===== src/verilog/trace_pkg.sv =====
// ----------------------------------------
// Widths and constant encodings shared by the retirement tracker
// Integer registers only, with no FP register tracking
// ----------------------------------------
`default_nettype none

package trace_pkg;

  // Data and pc width
  localparam int XLEN = 32;

  // Integer register address
  typedef logic [4:0] reg_addr_t;

  // R-type field split of an instruction word
  typedef struct packed {
    logic [6:0] funct7;
    logic [4:0] rs2;
    logic [4:0] rs1;
    logic [2:0] funct3;
    reg_addr_t  rd;
    logic [6:0] opcode;
  } instr_fields_t;

  // Raw view for exact matches, field view for rd extraction
  typedef union packed {
    logic [31:0]   raw;
    instr_fields_t fields;
  } instr_word_u;

  // ----------------------------------------
  // Instructions that retire one cycle late
  // ----------------------------------------
  localparam logic [31:0] INSTR_MRET   = 32'h3020_0073;
  localparam logic [31:0] INSTR_URET   = 32'h0020_0073;
  localparam logic [31:0] INSTR_EBREAK = 32'h0010_0073;

  // Compressed form, checked on the low half only
  localparam logic [15:0] INSTR_C_EBREAK = 16'h9002;

endpackage

`default_nettype wire

===== src/verilog/retire_tracer.sv =====
// ----------------------------------------
// Retirement tracker for the in-order core, records leave in decode order
// No back-pressure: the core must not run TABLE_DEPTH records ahead
// ----------------------------------------
`timescale 1ns/1ps
`default_nettype none

module retire_tracer
  import trace_pkg::*;
#(
  parameter int TABLE_DEPTH = 8
) (
  input  logic            clk_i,
  input  logic            rst_n,

  // Decode
  input  logic            id_valid_i,
  input  logic            is_decoding_i,
  input  logic            is_illegal_i,
  input  logic [XLEN-1:0] pc_i,
  input  logic [XLEN-1:0] instr_i,
  input  logic            compressed_i,

  // Execute
  input  logic            ex_valid_i,
  input  logic            wb_bypass_i,
  input  logic            apu_en_i,
  input  logic            apu_rvalid_i,
  input  logic            apu_singlecycle_i,
  input  logic            apu_multicycle_i,

  // Writeback
  input  logic            wb_valid_i,

  // Register write ports
  input  logic            ex_reg_we_i,
  input  reg_addr_t       ex_reg_addr_i,
  input  logic [XLEN-1:0] ex_reg_wdata_i,
  input  logic            wb_reg_we_i,
  input  reg_addr_t       wb_reg_addr_i,
  input  logic [XLEN-1:0] wb_reg_wdata_i,

  // Retire record
  output logic            retire_valid_o,
  output logic [XLEN-1:0] retire_pc_o,
  output logic [XLEN-1:0] retire_instr_o,
  output logic            retire_compressed_o,
  output reg_addr_t       retire_rd_o,
  output logic            retire_we_o,
  output logic [XLEN-1:0] retire_wdata_o
);

  localparam int TAG_W = $clog2(TABLE_DEPTH);

  logic                  alloc;
  logic [TAG_W-1:0]      alloc_tag;
  logic [1:0]            retire_mark;
  logic [1:0][TAG_W-1:0] retire_mark_tag;

  logic                  ex_valid_slot, ex_written, ex_written_stb;
  logic                  exd_valid_slot, exd_is_apu, exd_written, exd_written_stb;
  logic                  wb_valid_slot, wb_written, wb_written_stb;
  logic [TAG_W-1:0]      ex_tag, exd_tag, wb_tag;

  logic [1:0]            wr_en;
  logic [1:0][TAG_W-1:0] wr_tag;
  reg_addr_t [1:0]       wr_addr;
  logic [1:0][XLEN-1:0]  wr_data;

  stage_tracker #(
    .TABLE_DEPTH (TABLE_DEPTH)
  ) stage_tracker_i (
    .clk_i             (clk_i),
    .rst_n             (rst_n),
    .id_valid_i        (id_valid_i),
    .is_decoding_i     (is_decoding_i),
    .is_illegal_i      (is_illegal_i),
    .instr_i           (instr_i),
    .compressed_i      (compressed_i),
    .ex_valid_i        (ex_valid_i),
    .wb_bypass_i       (wb_bypass_i),
    .apu_en_i          (apu_en_i),
    .apu_rvalid_i      (apu_rvalid_i),
    .wb_valid_i        (wb_valid_i),
    .alloc_tag_i       (alloc_tag),
    .ex_written_i      (ex_written_stb),
    .exd_written_i     (exd_written_stb),
    .wb_written_i      (wb_written_stb),
    .alloc_o           (alloc),
    .retire_mark_o     (retire_mark),
    .retire_mark_tag_o (retire_mark_tag),
    .ex_valid_slot_o   (ex_valid_slot),
    .ex_tag_o          (ex_tag),
    .ex_written_o      (ex_written),
    .exd_valid_slot_o  (exd_valid_slot),
    .exd_tag_o         (exd_tag),
    .exd_is_apu_o      (exd_is_apu),
    .exd_written_o     (exd_written),
    .wb_valid_slot_o   (wb_valid_slot),
    .wb_tag_o          (wb_tag),
    .wb_written_o      (wb_written)
  );

  reg_write_mapper #(
    .TABLE_DEPTH (TABLE_DEPTH)
  ) reg_write_mapper_i (
    .clk_i             (clk_i),
    .rst_n             (rst_n),
    .ex_reg_we_i       (ex_reg_we_i),
    .ex_reg_addr_i     (ex_reg_addr_i),
    .ex_reg_wdata_i    (ex_reg_wdata_i),
    .wb_reg_we_i       (wb_reg_we_i),
    .wb_reg_addr_i     (wb_reg_addr_i),
    .wb_reg_wdata_i    (wb_reg_wdata_i),
    .ex_valid_i        (ex_valid_i),
    .apu_rvalid_i      (apu_rvalid_i),
    .apu_singlecycle_i (apu_singlecycle_i),
    .apu_multicycle_i  (apu_multicycle_i),
    .ex_valid_slot_i   (ex_valid_slot),
    .ex_tag_i          (ex_tag),
    .ex_written_i      (ex_written),
    .exd_valid_slot_i  (exd_valid_slot),
    .exd_tag_i         (exd_tag),
    .exd_is_apu_i      (exd_is_apu),
    .exd_written_i     (exd_written),
    .wb_valid_slot_i   (wb_valid_slot),
    .wb_tag_i          (wb_tag),
    .wb_written_i      (wb_written),
    .wr_en_o           (wr_en),
    .wr_tag_o          (wr_tag),
    .wr_addr_o         (wr_addr),
    .wr_data_o         (wr_data),
    .ex_written_o      (ex_written_stb),
    .exd_written_o     (exd_written_stb),
    .wb_written_o      (wb_written_stb)
  );

  trace_table #(
    .TABLE_DEPTH (TABLE_DEPTH)
  ) trace_table_i (
    .clk_i               (clk_i),
    .rst_n               (rst_n),
    .alloc_i             (alloc),
    .pc_i                (pc_i),
    .instr_i             (instr_i),
    .compressed_i        (compressed_i),
    .alloc_tag_o         (alloc_tag),
    .retire_mark_i       (retire_mark),
    .retire_mark_tag_i   (retire_mark_tag),
    .wr_en_i             (wr_en),
    .wr_tag_i            (wr_tag),
    .wr_addr_i           (wr_addr),
    .wr_data_i           (wr_data),
    .retire_valid_o      (retire_valid_o),
    .retire_pc_o         (retire_pc_o),
    .retire_instr_o      (retire_instr_o),
    .retire_compressed_o (retire_compressed_o),
    .retire_rd_o         (retire_rd_o),
    .retire_we_o         (retire_we_o),
    .retire_wdata_o      (retire_wdata_o)
  );

endmodule

`default_nettype wire


===== src/verilog/reg_write_mapper.sv =====
// ----------------------------------------
// Routes EX-port and WB-port register writes to a pipeline slot
// Chosen writes reach the table one cycle later, one lane per port
// ----------------------------------------
`timescale 1ns/1ps
`default_nettype none

module reg_write_mapper
  import trace_pkg::*;
#(
  parameter  int TABLE_DEPTH = 8,
  localparam int TAG_W       = $clog2(TABLE_DEPTH)
) (
  input  logic                  clk_i,
  input  logic                  rst_n,

  input  logic                  ex_reg_we_i,
  input  reg_addr_t             ex_reg_addr_i,
  input  logic [XLEN-1:0]       ex_reg_wdata_i,
  input  logic                  wb_reg_we_i,
  input  reg_addr_t             wb_reg_addr_i,
  input  logic [XLEN-1:0]       wb_reg_wdata_i,
  input  logic                  ex_valid_i,
  input  logic                  apu_rvalid_i,
  input  logic                  apu_singlecycle_i,
  input  logic                  apu_multicycle_i,

  input  logic                  ex_valid_slot_i,
  input  logic [TAG_W-1:0]      ex_tag_i,
  input  logic                  ex_written_i,
  input  logic                  exd_valid_slot_i,
  input  logic [TAG_W-1:0]      exd_tag_i,
  input  logic                  exd_is_apu_i,
  input  logic                  exd_written_i,
  input  logic                  wb_valid_slot_i,
  input  logic [TAG_W-1:0]      wb_tag_i,
  input  logic                  wb_written_i,

  output logic [1:0]            wr_en_o,
  output logic [1:0][TAG_W-1:0] wr_tag_o,
  output reg_addr_t [1:0]       wr_addr_o,
  output logic [1:0][XLEN-1:0]  wr_data_o,
  output logic                  ex_written_o,
  output logic                  exd_written_o,
  output logic                  wb_written_o
);

  logic ex_fire;
  logic ex_to_exd, ex_to_ex;
  logic wb_to_exd, wb_to_wb;
  logic apu_short;

  assign apu_short = apu_singlecycle_i || apu_multicycle_i;
  assign ex_fire   = ex_reg_we_i && (ex_valid_i || apu_rvalid_i);

  // EX port: older EX-delay entry first, else the EX slot
  assign ex_to_exd = ex_fire && exd_valid_slot_i && !exd_written_i &&
                     ((!exd_is_apu_i && ex_valid_i) ||
                      (exd_is_apu_i && apu_rvalid_i && apu_short));
  assign ex_to_ex  = ex_fire && !ex_to_exd && ex_valid_slot_i && !ex_written_i;

  // WB port: long-latency APU result, else the WB slot
  assign wb_to_exd = wb_reg_we_i && exd_valid_slot_i && exd_is_apu_i &&
                     apu_rvalid_i && !apu_short;
  assign wb_to_wb  = wb_reg_we_i && !wb_to_exd && wb_valid_slot_i && !wb_written_i;

  assign ex_written_o  = ex_to_ex;
  assign exd_written_o = ex_to_exd || wb_to_exd;
  assign wb_written_o  = wb_to_wb;

  // ----------------------------------------
  // Registered writes toward the table
  // ----------------------------------------
  always_ff @(posedge clk_i or negedge rst_n) begin
    if (!rst_n) begin
      wr_en_o <= '0;
    end else begin
      wr_en_o[0] <= ex_to_exd || ex_to_ex;
      wr_en_o[1] <= wb_to_exd || wb_to_wb;
    end
  end

  always_ff @(posedge clk_i) begin
    wr_tag_o[0]  <= ex_to_exd ? exd_tag_i : ex_tag_i;
    wr_addr_o[0] <= ex_reg_addr_i;
    wr_data_o[0] <= ex_reg_wdata_i;
    wr_tag_o[1]  <= wb_to_exd ? exd_tag_i : wb_tag_i;
    wr_addr_o[1] <= wb_reg_addr_i;
    wr_data_o[1] <= wb_reg_wdata_i;
  end

  // An EX write with no slot to take it means the slot model lost sync
  assert property (@(posedge clk_i) disable iff (!rst_n)
    ex_fire |-> (ex_to_exd || ex_to_ex))
    else $error("EX register write with no active instruction");

endmodule

`default_nettype wire


===== src/verilog/stage_tracker.sv =====
// ----------------------------------------
// EX, EX-delay, WB and WB-delay slots of the traced pipeline
// EX and EX-delay are overwritten when entered while occupied, as in the core
// ----------------------------------------
`timescale 1ns/1ps
`default_nettype none

module stage_tracker
  import trace_pkg::*;
#(
  parameter  int TABLE_DEPTH = 8,
  localparam int TAG_W       = $clog2(TABLE_DEPTH)
) (
  input  logic                  clk_i,
  input  logic                  rst_n,

  input  logic                  id_valid_i,
  input  logic                  is_decoding_i,
  input  logic                  is_illegal_i,
  input  logic [XLEN-1:0]       instr_i,
  input  logic                  compressed_i,
  input  logic                  ex_valid_i,
  input  logic                  wb_bypass_i,
  input  logic                  apu_en_i,
  input  logic                  apu_rvalid_i,
  input  logic                  wb_valid_i,

  input  logic [TAG_W-1:0]      alloc_tag_i,
  input  logic                  ex_written_i,
  input  logic                  exd_written_i,
  input  logic                  wb_written_i,

  output logic                  alloc_o,
  output logic [1:0]            retire_mark_o,
  output logic [1:0][TAG_W-1:0] retire_mark_tag_o,

  output logic                  ex_valid_slot_o,
  output logic [TAG_W-1:0]      ex_tag_o,
  output logic                  ex_written_o,
  output logic                  exd_valid_slot_o,
  output logic [TAG_W-1:0]      exd_tag_o,
  output logic                  exd_is_apu_o,
  output logic                  exd_written_o,
  output logic                  wb_valid_slot_o,
  output logic [TAG_W-1:0]      wb_tag_o,
  output logic                  wb_written_o
);

  logic             ex_valid_q, ex_written_q, ex_delay_q;
  logic             exd_valid_q, exd_written_q, exd_delay_q, exd_is_apu_q;
  logic             wb_valid_q, wb_written_q, wb_delay_q;
  logic             wbd_valid_q;
  logic [TAG_W-1:0] ex_tag_q, exd_tag_q, wb_tag_q, wbd_tag_q;

  instr_word_u      dec_word;
  logic             new_instr;
  logic             new_is_delay;
  logic             ex_bypass, ex_to_exd, ex_to_wb, ex_apu;
  logic             exd_to_wb, wb_leave, wb_to_wbd;

  // Delay instructions are recognised once, at decode
  assign dec_word     = instr_i;
  assign new_is_delay = (dec_word.raw == INSTR_MRET) || (dec_word.raw == INSTR_URET) ||
                        (dec_word.raw == INSTR_EBREAK) ||
                        (compressed_i && (dec_word.raw[15:0] == INSTR_C_EBREAK));
  assign new_instr    = id_valid_i && is_decoding_i && !is_illegal_i;
  assign alloc_o      = new_instr;

  // ----------------------------------------
  // Movement decisions
  // ----------------------------------------
  assign wb_leave  = wb_valid_q && wb_valid_i;
  assign wb_to_wbd = wb_leave && wb_delay_q;
  // Non-APU entries pass through EX-delay in one cycle
  assign exd_to_wb = exd_valid_q && (apu_rvalid_i || !exd_is_apu_q);

  always_comb begin
    ex_bypass = 1'b0;
    ex_to_exd = 1'b0;
    ex_to_wb  = 1'b0;
    ex_apu    = 1'b0;
    if (ex_valid_q) begin
      if (wb_bypass_i) begin
        ex_bypass = 1'b1;
      end else if (apu_en_i && !apu_rvalid_i) begin
        ex_to_exd = 1'b1;
        ex_apu    = 1'b1;
      end else if (ex_valid_i) begin
        // EX-delay takes WB this cycle so EX waits one slot behind it
        if (exd_to_wb) begin
          ex_to_exd = 1'b1;
        end else begin
          ex_to_wb = 1'b1;
        end
      end
    end
  end

  // WB-delay and a bypass never coincide in the core and share mark 1
  assign retire_mark_o[0]     = wb_leave && !wb_delay_q;
  assign retire_mark_tag_o[0] = wb_tag_q;
  assign retire_mark_o[1]     = wbd_valid_q || ex_bypass;
  assign retire_mark_tag_o[1] = wbd_valid_q ? wbd_tag_q : ex_tag_q;

  // ----------------------------------------
  // Slot registers
  // ----------------------------------------
  always_ff @(posedge clk_i or negedge rst_n) begin
    if (!rst_n) begin
      ex_valid_q    <= 1'b0;
      ex_written_q  <= 1'b0;
      ex_delay_q    <= 1'b0;
      exd_valid_q   <= 1'b0;
      exd_written_q <= 1'b0;
      exd_delay_q   <= 1'b0;
      exd_is_apu_q  <= 1'b0;
      wb_valid_q    <= 1'b0;
      wb_written_q  <= 1'b0;
      wb_delay_q    <= 1'b0;
      wbd_valid_q   <= 1'b0;
    end else begin
      // EX
      if (new_instr) begin
        ex_valid_q   <= 1'b1;
        ex_written_q <= 1'b0;
        ex_delay_q   <= new_is_delay;
      end else if (ex_bypass || ex_to_exd || ex_to_wb) begin
        ex_valid_q   <= 1'b0;
        ex_written_q <= 1'b0;
      end else begin
        ex_written_q <= ex_written_q || ex_written_i;
      end

      // EX-delay
      if (ex_to_exd) begin
        exd_valid_q   <= 1'b1;
        exd_written_q <= ex_written_q || ex_written_i;
        exd_delay_q   <= ex_delay_q;
        exd_is_apu_q  <= ex_apu;
      end else if (exd_to_wb) begin
        exd_valid_q   <= 1'b0;
        exd_written_q <= 1'b0;
      end else begin
        exd_written_q <= exd_written_q || exd_written_i;
      end

      // WB
      if (ex_to_wb) begin
        wb_valid_q   <= 1'b1;
        wb_written_q <= ex_written_q || ex_written_i;
        wb_delay_q   <= ex_delay_q;
      end else if (exd_to_wb) begin
        wb_valid_q   <= 1'b1;
        wb_written_q <= exd_written_q || exd_written_i;
        wb_delay_q   <= exd_delay_q;
      end else if (wb_leave) begin
        wb_valid_q   <= 1'b0;
        wb_written_q <= 1'b0;
      end else begin
        wb_written_q <= wb_written_q || wb_written_i;
      end

      // WB-delay holds for exactly one cycle
      wbd_valid_q <= wb_to_wbd;
    end
  end

  always_ff @(posedge clk_i) begin
    if (new_instr) begin
      ex_tag_q <= alloc_tag_i;
    end
    if (ex_to_exd) begin
      exd_tag_q <= ex_tag_q;
    end
    if (ex_to_wb) begin
      wb_tag_q <= ex_tag_q;
    end else if (exd_to_wb) begin
      wb_tag_q <= exd_tag_q;
    end
    if (wb_to_wbd) begin
      wbd_tag_q <= wb_tag_q;
    end
  end

  assign ex_valid_slot_o  = ex_valid_q;
  assign ex_tag_o         = ex_tag_q;
  assign ex_written_o     = ex_written_q;
  assign exd_valid_slot_o = exd_valid_q;
  assign exd_tag_o        = exd_tag_q;
  assign exd_is_apu_o     = exd_is_apu_q;
  assign exd_written_o    = exd_written_q;
  assign wb_valid_slot_o  = wb_valid_q;
  assign wb_tag_o         = wb_tag_q;
  assign wb_written_o     = wb_written_q;

  // A record moving into WB never lands on one that stays there
  assert property (@(posedge clk_i) disable iff (!rst_n)
    (ex_to_wb || exd_to_wb) |-> (!wb_valid_q || wb_leave))
    else $error("record entering WB collides with one still held there");

endmodule

`default_nettype wire


===== src/verilog/trace_table.sv =====
// ----------------------------------------
// Circular record store, one entry per decoded instruction
// TABLE_DEPTH must be a power of two; no back-pressure on allocation
// Retire outputs read the head entry and see a same-cycle write
// ----------------------------------------
`timescale 1ns/1ps
`default_nettype none

module trace_table
  import trace_pkg::*;
#(
  parameter  int TABLE_DEPTH = 8,
  localparam int TAG_W       = $clog2(TABLE_DEPTH)
) (
  input  logic                       clk_i,
  input  logic                       rst_n,

  input  logic                       alloc_i,
  input  logic [XLEN-1:0]            pc_i,
  input  logic [XLEN-1:0]            instr_i,
  input  logic                       compressed_i,
  output logic [TAG_W-1:0]           alloc_tag_o,

  input  logic [1:0]                 retire_mark_i,
  input  logic [1:0][TAG_W-1:0]      retire_mark_tag_i,

  input  logic [1:0]                 wr_en_i,
  input  logic [1:0][TAG_W-1:0]      wr_tag_i,
  input  reg_addr_t [1:0]            wr_addr_i,
  input  logic [1:0][XLEN-1:0]       wr_data_i,

  output logic                       retire_valid_o,
  output logic [XLEN-1:0]            retire_pc_o,
  output logic [XLEN-1:0]            retire_instr_o,
  output logic                       retire_compressed_o,
  output reg_addr_t                  retire_rd_o,
  output logic                       retire_we_o,
  output logic [XLEN-1:0]            retire_wdata_o
);

  logic [XLEN-1:0]        pc_mem    [TABLE_DEPTH];
  logic [XLEN-1:0]        instr_mem [TABLE_DEPTH];
  logic                   comp_mem  [TABLE_DEPTH];
  reg_addr_t              rd_mem    [TABLE_DEPTH];
  logic [XLEN-1:0]        wdata_mem [TABLE_DEPTH];

  logic [TABLE_DEPTH-1:0] busy_q;
  logic [TABLE_DEPTH-1:0] done_q;
  logic [TABLE_DEPTH-1:0] we_q;
  logic [TAG_W-1:0]       head_q;
  logic [TAG_W-1:0]       tail_q;

  instr_word_u            alloc_word;
  logic [1:0]             wr_hit;
  logic [1:0]             head_hit;

  assign alloc_word  = instr_i;
  assign alloc_tag_o = tail_q;

  // A write lands only on a live record whose rd matches
  always_comb begin
    for (int k = 0; k < 2; k++) begin
      wr_hit[k]   = wr_en_i[k] && busy_q[wr_tag_i[k]] &&
                    (wr_addr_i[k] == rd_mem[wr_tag_i[k]]);
      head_hit[k] = wr_hit[k] && (wr_tag_i[k] == head_q);
    end
  end

  // ----------------------------------------
  // Head record and retire pulse
  // ----------------------------------------
  assign retire_valid_o      = busy_q[head_q] && done_q[head_q];
  assign retire_pc_o         = pc_mem[head_q];
  assign retire_instr_o      = instr_mem[head_q];
  assign retire_compressed_o = comp_mem[head_q];
  assign retire_rd_o         = rd_mem[head_q];

  // Port 1 (WB side) wins when both hit the head
  always_comb begin
    retire_we_o    = we_q[head_q];
    retire_wdata_o = wdata_mem[head_q];
    for (int k = 0; k < 2; k++) begin
      if (head_hit[k]) begin
        retire_we_o    = 1'b1;
        retire_wdata_o = wr_data_i[k];
      end
    end
  end

  // ----------------------------------------
  // Entry state and pointers
  // ----------------------------------------
  always_ff @(posedge clk_i or negedge rst_n) begin
    if (!rst_n) begin
      busy_q <= '0;
      done_q <= '0;
      we_q   <= '0;
      head_q <= '0;
      tail_q <= '0;
    end else begin
      if (retire_valid_o) begin
        busy_q[head_q] <= 1'b0;
        head_q         <= head_q + 1'b1;
      end
      if (alloc_i) begin
        busy_q[tail_q] <= 1'b1;
        done_q[tail_q] <= 1'b0;
        we_q[tail_q]   <= 1'b0;
        tail_q         <= tail_q + 1'b1;
      end
      for (int k = 0; k < 2; k++) begin
        if (retire_mark_i[k]) begin
          done_q[retire_mark_tag_i[k]] <= 1'b1;
        end
        if (wr_hit[k]) begin
          we_q[wr_tag_i[k]] <= 1'b1;
        end
      end
    end
  end

  always_ff @(posedge clk_i) begin
    if (alloc_i) begin
      pc_mem[tail_q]    <= pc_i;
      instr_mem[tail_q] <= instr_i;
      comp_mem[tail_q]  <= compressed_i;
      rd_mem[tail_q]    <= alloc_word.fields.rd;
    end
    for (int k = 0; k < 2; k++) begin
      if (wr_hit[k]) begin
        wdata_mem[wr_tag_i[k]] <= wr_data_i[k];
      end
    end
  end

  // Table full means an in-flight record would be overwritten
  assert property (@(posedge clk_i) disable iff (!rst_n)
    alloc_i |-> !busy_q[tail_q])
    else $error("record table overflow");

  // Marks come from pipeline slots, which always hold live records
  assert property (@(posedge clk_i) disable iff (!rst_n)
    (!retire_mark_i[0] || busy_q[retire_mark_tag_i[0]]) &&
    (!retire_mark_i[1] || busy_q[retire_mark_tag_i[1]]))
    else $error("retire mark on a free record");

endmodule

`default_nettype wire


===== config.mk =====
export PLATFORM = sky130hd
export DESIGN_NAME = retire_tracer
export DESIGN_NICKNAME = d
export VERILOG_FILES = /design/src/verilog/trace_pkg.sv /design/src/verilog/retire_tracer.sv /design/src/verilog/reg_write_mapper.sv /design/src/verilog/stage_tracker.sv /design/src/verilog/trace_table.sv
export SDC_FILE = /design/constraint.sdc
export NUM_CORES = 1
export LEC_CHECK = 0
export ABC_AREA = 0
export BUFFER_PORTS_ARGS = -buffer_cell sky130_fd_sc_hd__buf_2
export CORE_UTILIZATION = 45
export CTS_BUF_LIST = sky130_fd_sc_hd__clkbuf_4 sky130_fd_sc_hd__clkbuf_8 sky130_fd_sc_hd__clkbuf_16
export DETAILED_ROUTE_END_ITERATION = 12
export SYNTH_ARGS = -nofsm -noshare
export SYNTH_HDL_FRONTEND = slang
export SYNTH_HIERARCHICAL = 1
export SYNTH_SLANG_ARGS = --single-unit

===== constraint.sdc =====
create_clock -name clk_i -period 5.6 [get_ports clk_i]
set_clock_uncertainty 0.2 [all_clocks]
set_input_delay 0.28 -clock clk_i [delete_from_list [all_inputs] [get_ports clk_i]]
set_output_delay 0.28 -clock clk_i [all_outputs]
set_load 0.05 [all_outputs]

==> impl_metrics.ini, run 1 <==
[route]
vias_per_cell = 5.59
drt_iter0_markers = 1307
post_route_drc_violation_count = 0
routed_wl_um = 93700
drt_pass1_iterations = 5
drtAntennaViolNets = 0
vias = 20800
drt-wirelength-per-cell_um = 25.1

[floorplan]
dieWidth_um = 295
io_pins = 257
core.rowCount = 107
die_height_um = 295
floorplan.initialDensity = 0.454
design.die.area_sq_mm = 0.0873
coreArea_sq_mm = 0.0853

[clock_network]
cts.htree.levels = 3
worst_skew_pair_later_pin_latency_ps = 670
clk_root_buf = clkbuf_16
worst_setup_hold_path_clk_slew_ps = 60
tritoncts.num_buffers = 96
cts_num_sinks = 911
tritoncts_clock_tree = built
ctsLongestPathBuffers = 3

[synth]
synth_warnings = 6
synth_edf_count = 788
post_synth_instance_area_sq_mm = 0.0387
synth-seq-area-share = 0.680
synthesis.nets = 2223
ys_types = 73
synth_top_area_cell = edfxtp_1
ys_top_cells_by_area = edfxtp_1 61%, mux2_2 10%, mux4_2 8.3%
yosys.area.top_type_share = 0.611
postSynth.asyncResetShare = 0.0472
avgSynthCellArea_sq_um = 18.7
synthFlopType = edfxtp_1
synth_cells = 2068
postSynthRegisterBits = 911

[final_layout]
final_cell_mix = 788 x edfxtp_1, 361 x mux2_2, 256 x buf_2, 157 x dlygate4sd3_1, 149 x mux2i_1
area_of_all_sequential_standard_cells_sq_mm = 0.0264
nets = 2657
post_route_cells_drive_above_1_share = 0.407
multi_input_area_sq_mm = 0.0118
layout.cells.most_common = edfxtp_1
n_fill_cell = 6750
area_growth_syn_to_layout_pct = 19.1

[placement]
place_ws_ps = 1040
place.port_buffers = 256
routabilityCongestion = 0.793
place_hpwl_um = 54900

[job]
cap_violations = 0

[sta]
unrepaired_setup_endpoints_after_global_routing = no
drv_slew = 0
timing.slew.headroom = 0.286
timing.fmax_mhz = 190
final_setup_violations = 0
setup_ws_ps = 326
period_minus_slack_ps = 5270
finalCritPeriodShare = 0.942
worst_margin_slew_ps = 1070
report.final.hold_viol_count = 0
setup_total_negative_slack_ps = 0

[critical_path]
startpoint_type = register
critical_path_cell_sequence = nand2b_1, o22a_1, mux2i_1, a41o_1, or4b_2, buf_4, mux2_4, mux2_2, buf_2
critical_path.endpoint_type = primary output
worst_ep_required_time_ps = 5120
crit_path_top_delay_cell = dfxtp_1
slowest_delay_ps = 990
arrival_ps = 4790
setup_crit_path_kind = register to primary output
timing.critical_path.fanout_max = 33

[power_and_ir_drop]
p_total_mw = 21.9
irDropWorstVdd_mv = 0.396
p_sw_frac = 0.348
design_internal_power_mw = 14.3
clkPwrFrac = 0.290
pwr_density_cell_mw_per_mm2 = 474
seq_power_share = 0.373
power.net_switching_mw = 7.61
p_leak_nw = 16.4
combinationalPowerShare = 0.337

[hold_path]
hold_path.class = input port to register

[global_routing]
grt_first_pass_wirelength_um = 139000
maximum_number_of_pins_on_one_net_before_global_route_repair = 93
first_global_vias = 22000
global_route.overflow_total = 0
track_usage = 0.216
number_of_antenna_violations_at_the_first_check_in_global_routing = 12

[outcome]
status = finished, final reports clean
what timing repair did:
action / CTS / global route
endpoints found under the hold margin: 665 / 0
hold buffers: 157 / 0
setup buffers: 0 / 0
gates resized for setup: 0 / 0
worst max-delay path: cells and delay by family (launching register included):
family	cells	cell delay, ps
simple gates	2	1080
flops	1	990
compound gates	2	630
mux	3	800
buf+inv	2	510
per-layer routing:
metal | vias up | GRT usage | routed length (um)
met5 | - | 0 | 71
met3 | 150 | 0.0477 | 5350
met1 | 10900 | 0.290 | 40500
met2 | 518 | 0.353 | 45500
li1 | 9271 | - | -
met4 | 12 | 0.0629 | 2290
sequential cells by signal, indices dropped and copies added, names as in the netlist, 6 cells and up:
| name | count |
|---|---|
| trace_table_i/wdata_mem | 256 |
| trace_table_i/done_q | 8 |
| trace_table_i/comp_mem | 8 |
| trace_table_i/instr_mem | 256 |
| reg_write_mapper_i/wr_tag_o | 6 |
| reg_write_mapper_i/wr_data_o | 64 |
| trace_table_i/we_q | 8 |
| trace_table_i/busy_q | 8 |
| trace_table_i/pc_mem | 256 |
| reg_write_mapper_i/wr_addr_o | 10 |
path summary, 6_finish.rpt:
kind | start | to | slack [ps] | depth (start not counted)
worst max-delay path | reg_write_mapper_i/wr_tag_o[1] | retire_wdata_o[5] | 330 | 9
worst min-delay path | wb_reg_wdata_i[9] | reg_write_mapper_i/wr_data_o[41] | 40 | 2
worst max register to register | reg_write_mapper_i/wr_tag_o[4] | trace_table_i/wdata_mem[2][20] | 1280 | 10
worst min register to register | trace_table_i/we_q[6] | trace_table_i/we_q[6] | 290 | 2
max in group asynchronous | rst_n | trace_table_i/head_q[1] | 4680 | 3
min in group asynchronous | rst_n | stage_tracker_i/ex_valid_slot_o | 50 | 3
cells in the mapped netlist (22+ instances only):
master    number
buf_1         24
o22a_1        32
mux2_4        34
mux2i_1      149
edfxtp_1     788
o221ai_1      36
buf_2         25
mux4_2       142
dfxtp_1       80
mux2_2       361
nand2_1       49
dfrtp_1       43
o21ai_0       22
clkbuf_1      61
cells by family after synthesis:
family | Yosys count | share of synthesized area
AO/OA/AOI/OAI | 141 | 0.0302
XOR/XNOR | 17 | 0.00384
adder cells (fa/ha/maj) | 2 | 0.000646
buffers and inverters | 140 | 0.0169
flip-flops | 911 | 0.680
multiplexers | 699 | 0.245
AND/OR/NAND/NOR | 158 | 0.0236
power by group through the flow:
stage / logic (mW) / registers (mW) / clock network (mW)
after global placement: 7.30 / 8.29 / 0
after CTS: 7.46 / 8.17 / 6.48
after global routing: 7.77 / 8.20 / 6.73
final: 7.36 / 8.16 / 6.35
after floorplan: 5.89 / 7.96 / 0
after detailed placement: 7.35 / 8.31 / 0
through the flow:
| stage | util | hold slack (ps) | instance area (sq um) | cells |
|---|---|---|---|---|
| after detailed placement | 0.485 | 184 | 41400 | 3391 |
| after global placement | 0.485 | 184 | 41400 | 3391 |
| after global routing | 0.541 | 30.1 | 46100 | 3726 |
| final | 0.541 | 41.7 | 46200 | 3728 |
| after CTS | 0.541 | 5.93 | 46100 | 3724 |
| after floorplan | - | -216 | 38700 | 2068 |
layout make-up:
type	instances	area share
diodes	4	0.000217
clock buffers	132	0.0601
inverters	15	0.00144
well taps	1144	0.0310
repair buffers	461	0.0704
clock inverters	44	0.00922
flip-flops and latches	911	0.571
multi-input cells	1017	0.257
No activity file was read; power rests on OpenSTA's default activity.
==> inputs of run 2 (changes only) <==
--- a/config.mk
+++ b/config.mk
@@ -7,6 +7,7 @@
 export LEC_CHECK = 0
 export ABC_AREA = 0
 export BUFFER_PORTS_ARGS = -buffer_cell sky130_fd_sc_hd__buf_2
+export CORE_MARGIN = 8
 export CORE_UTILIZATION = 45
 export CTS_BUF_LIST = sky130_fd_sc_hd__clkbuf_4 sky130_fd_sc_hd__clkbuf_8 sky130_fd_sc_hd__clkbuf_16
 export DETAILED_ROUTE_END_ITERATION = 12
==> run 2 against run 1 <==
Against the previous run: clock-buffer cell count stayed put; combinational power is 2% higher; clock power is 0.6% lower; sequential power shrank 0.6%; routed wire length grew 2.1%; cell area is essentially flat; largest cell class unchanged.
==> impl_metrics.ini, run 2 (synthesized netlist as in run 1, its figures left out) <==
[sta]
timing.slew.headroom = 0.271
finalCritPeriodShare = 0.944
setup_ws_ps = 311
setup_total_negative_slack_ps = 0
timing.fmax_mhz = 189
report.final.hold_viol_count = 0
unrepaired_setup_endpoints_after_global_routing = no
drv_slew = 0
worst_margin_slew_ps = 1090
period_minus_slack_ps = 5290
final_setup_violations = 0

[clock_network]
tritoncts_clock_tree = built
tritoncts.num_buffers = 97
worst_setup_hold_path_clk_slew_ps = 60
ctsLongestPathBuffers = 3
clk_root_buf = clkbuf_16
cts_num_sinks = 911
cts_resized = 0
worst_skew_pair_later_pin_latency_ps = 670
cts.htree.levels = 3

[route]
drt-wirelength-per-cell_um = 25.7
drt_pass1_iterations = 5
drt_iter0_markers = 1686
vias = 20900
routed_wl_um = 95700
drtAntennaViolNets = 0
post_route_drc_violation_count = 0
vias_per_cell = 5.60

[critical_path]
worst_ep_required_time_ps = 5120
worst-r2r-setup-slack_ps = 900
critical_path.endpoint_type = primary output
reg2reg_from = reg_write_mapper_i/wr_tag_o[0]
arrival_ps = 4810
rr_worst_depth = 8
setup_crit_path_kind = register to primary output
startpoint_type = register
timing.critical_path.fanout_max = 33
reg2reg_to = trace_table_i/wdata_mem[4][26]

[global_routing]
grt_first_pass_wirelength_um = 142000
first_global_vias = 22400
number_of_antenna_violations_at_the_first_check_in_global_routing = 5
track_usage = 0.197
maximum_number_of_pins_on_one_net_before_global_route_repair = 81
global_route.overflow_total = 0

[power_and_ir_drop]
p_leak_nw = 16.3
irDropWorstVdd_mv = 0.480
pwr_density_cell_mw_per_mm2 = 475

[outcome]
status = finished, final reports clean

[final_layout]
area_of_all_sequential_standard_cells_sq_mm = 0.0264
n_fill_cell = 6674
final_cell_mix = 788 x edfxtp_1, 361 x mux2_2, 256 x buf_2, 157 x dlygate4sd3_1, 149 x mux2i_1
layout.cells.most_common = edfxtp_1
multi_input_area_sq_mm = 0.0118
post_route_cell_area_sq_mm = 0.0462
area_growth_syn_to_layout_pct = 19.2
post_route_cells_drive_above_1_share = 0.404
nets = 2656

[floorplan]
io_pins = 257
dieWidth_um = 309
floorplan.initialDensity = 0.454
coreArea_sq_mm = 0.0853
design.die.area_sq_mm = 0.0957
core.rowCount = 107
die_height_um = 309

[hold_path]
hp-start = wb_reg_wdata_i[3]
hold-path-endpoint = reg_write_mapper_i/wr_data_o[35]
hold_path.class = input port to register
whs_path_depth = 2

[placement]
place_ws_ps = 926
routabilityCongestion = 0.797
place_hpwl_um = 56600
place.port_buffers = 256
placement.cell_area_sq_mm = 0.0414

[job]
cap_violations = 0
==> run 2: cell count changes in the layout (fill, tap and decap cells not counted), sizes merged <==
| cell | delta |
|---|---|
| buf | -2 |
| clkinvlp | +2 |
| clkinv | +3 |
| inv | +1 |
| diode | -2 |
==> run 2: worst max-delay path by stage <==
stage                                          end  depth (start not counted)  slack, ps                           start
detailed placement  trace_table_i/wdata_mem[4][24]                          8        930  reg_write_mapper_i/wr_tag_o[0]
CTS                              retire_wdata_o[6]                          9        280  reg_write_mapper_i/wr_tag_o[0]
global placement    trace_table_i/wdata_mem[4][24]                          8       1030  reg_write_mapper_i/wr_tag_o[0]
global route                    retire_wdata_o[10]                          9        140  reg_write_mapper_i/wr_tag_o[0]
finish                           retire_wdata_o[6]                          9        310  reg_write_mapper_i/wr_tag_o[0]
floorplan            trace_table_i/wdata_mem[0][0]                          9        550  reg_write_mapper_i/wr_tag_o[0]
==> run 2: area by class of cell <==
type | instances | share of cell area
diodes | 2 | 0.000108
repair buffers | 459 | 0.0714
flip-flops and latches | 911 | 0.571
inverters | 15 | 0.00144
well taps | 1144 | 0.0310
clock inverters | 50 | 0.0101
clock buffers | 132 | 0.0587
multi-input cells | 1017 | 0.257
==> run 2: metrics by stage <==
| stage | utilization | power, mW | hold WS [ps] | std cells |
|---|---|---|---|---|
| 6_report | 0.541 | 21.9 | 44.0 | 3730 |
| 5_1_grt | 0.541 | 22.8 | 12.5 | 3729 |
| 4_1_cts | 0.541 | 22.2 | 3.52 | 3728 |
| 3_5_place_dp | 0.486 | 15.7 | 184 | 3389 |
| 3_3_place_gp | 0.486 | 15.7 | 183 | 3389 |
| 2_1_floorplan | - | 13.9 | -216 | 2068 |
==> run 2: what timing repair did <==
item,CTS,global route
endpoints found under the hold margin,665,0
hold buffers,157,0
setup buffers,0,0
==> run 2: critical path: stages, from the launching register on <==
cell and delay [ps]:
dfxtp_1 990, mux4_1 660, mux2i_1 180, xor2_1 200, and3_1 210, or4b_2 590, buf_4 360, mux2_4 410
mux2_2 260, buf_2 210
==> run 2: metal layers <==
layer	global-route usage	wire, um	up-vias
met5	0	26	-
met4	0.0591	2550	4
met3	0.0397	5340	142
met2	0.336	47400	555
met1	0.256	40400	10900
li1	-	-	9278
==> run 2: power breakdown <==
part	switching, mW	internal, mW	total [mW]
Combinational	4.65	2.84	7.49
Clock	2.62	3.69	6.31
Sequential	0.421	7.69	8.11
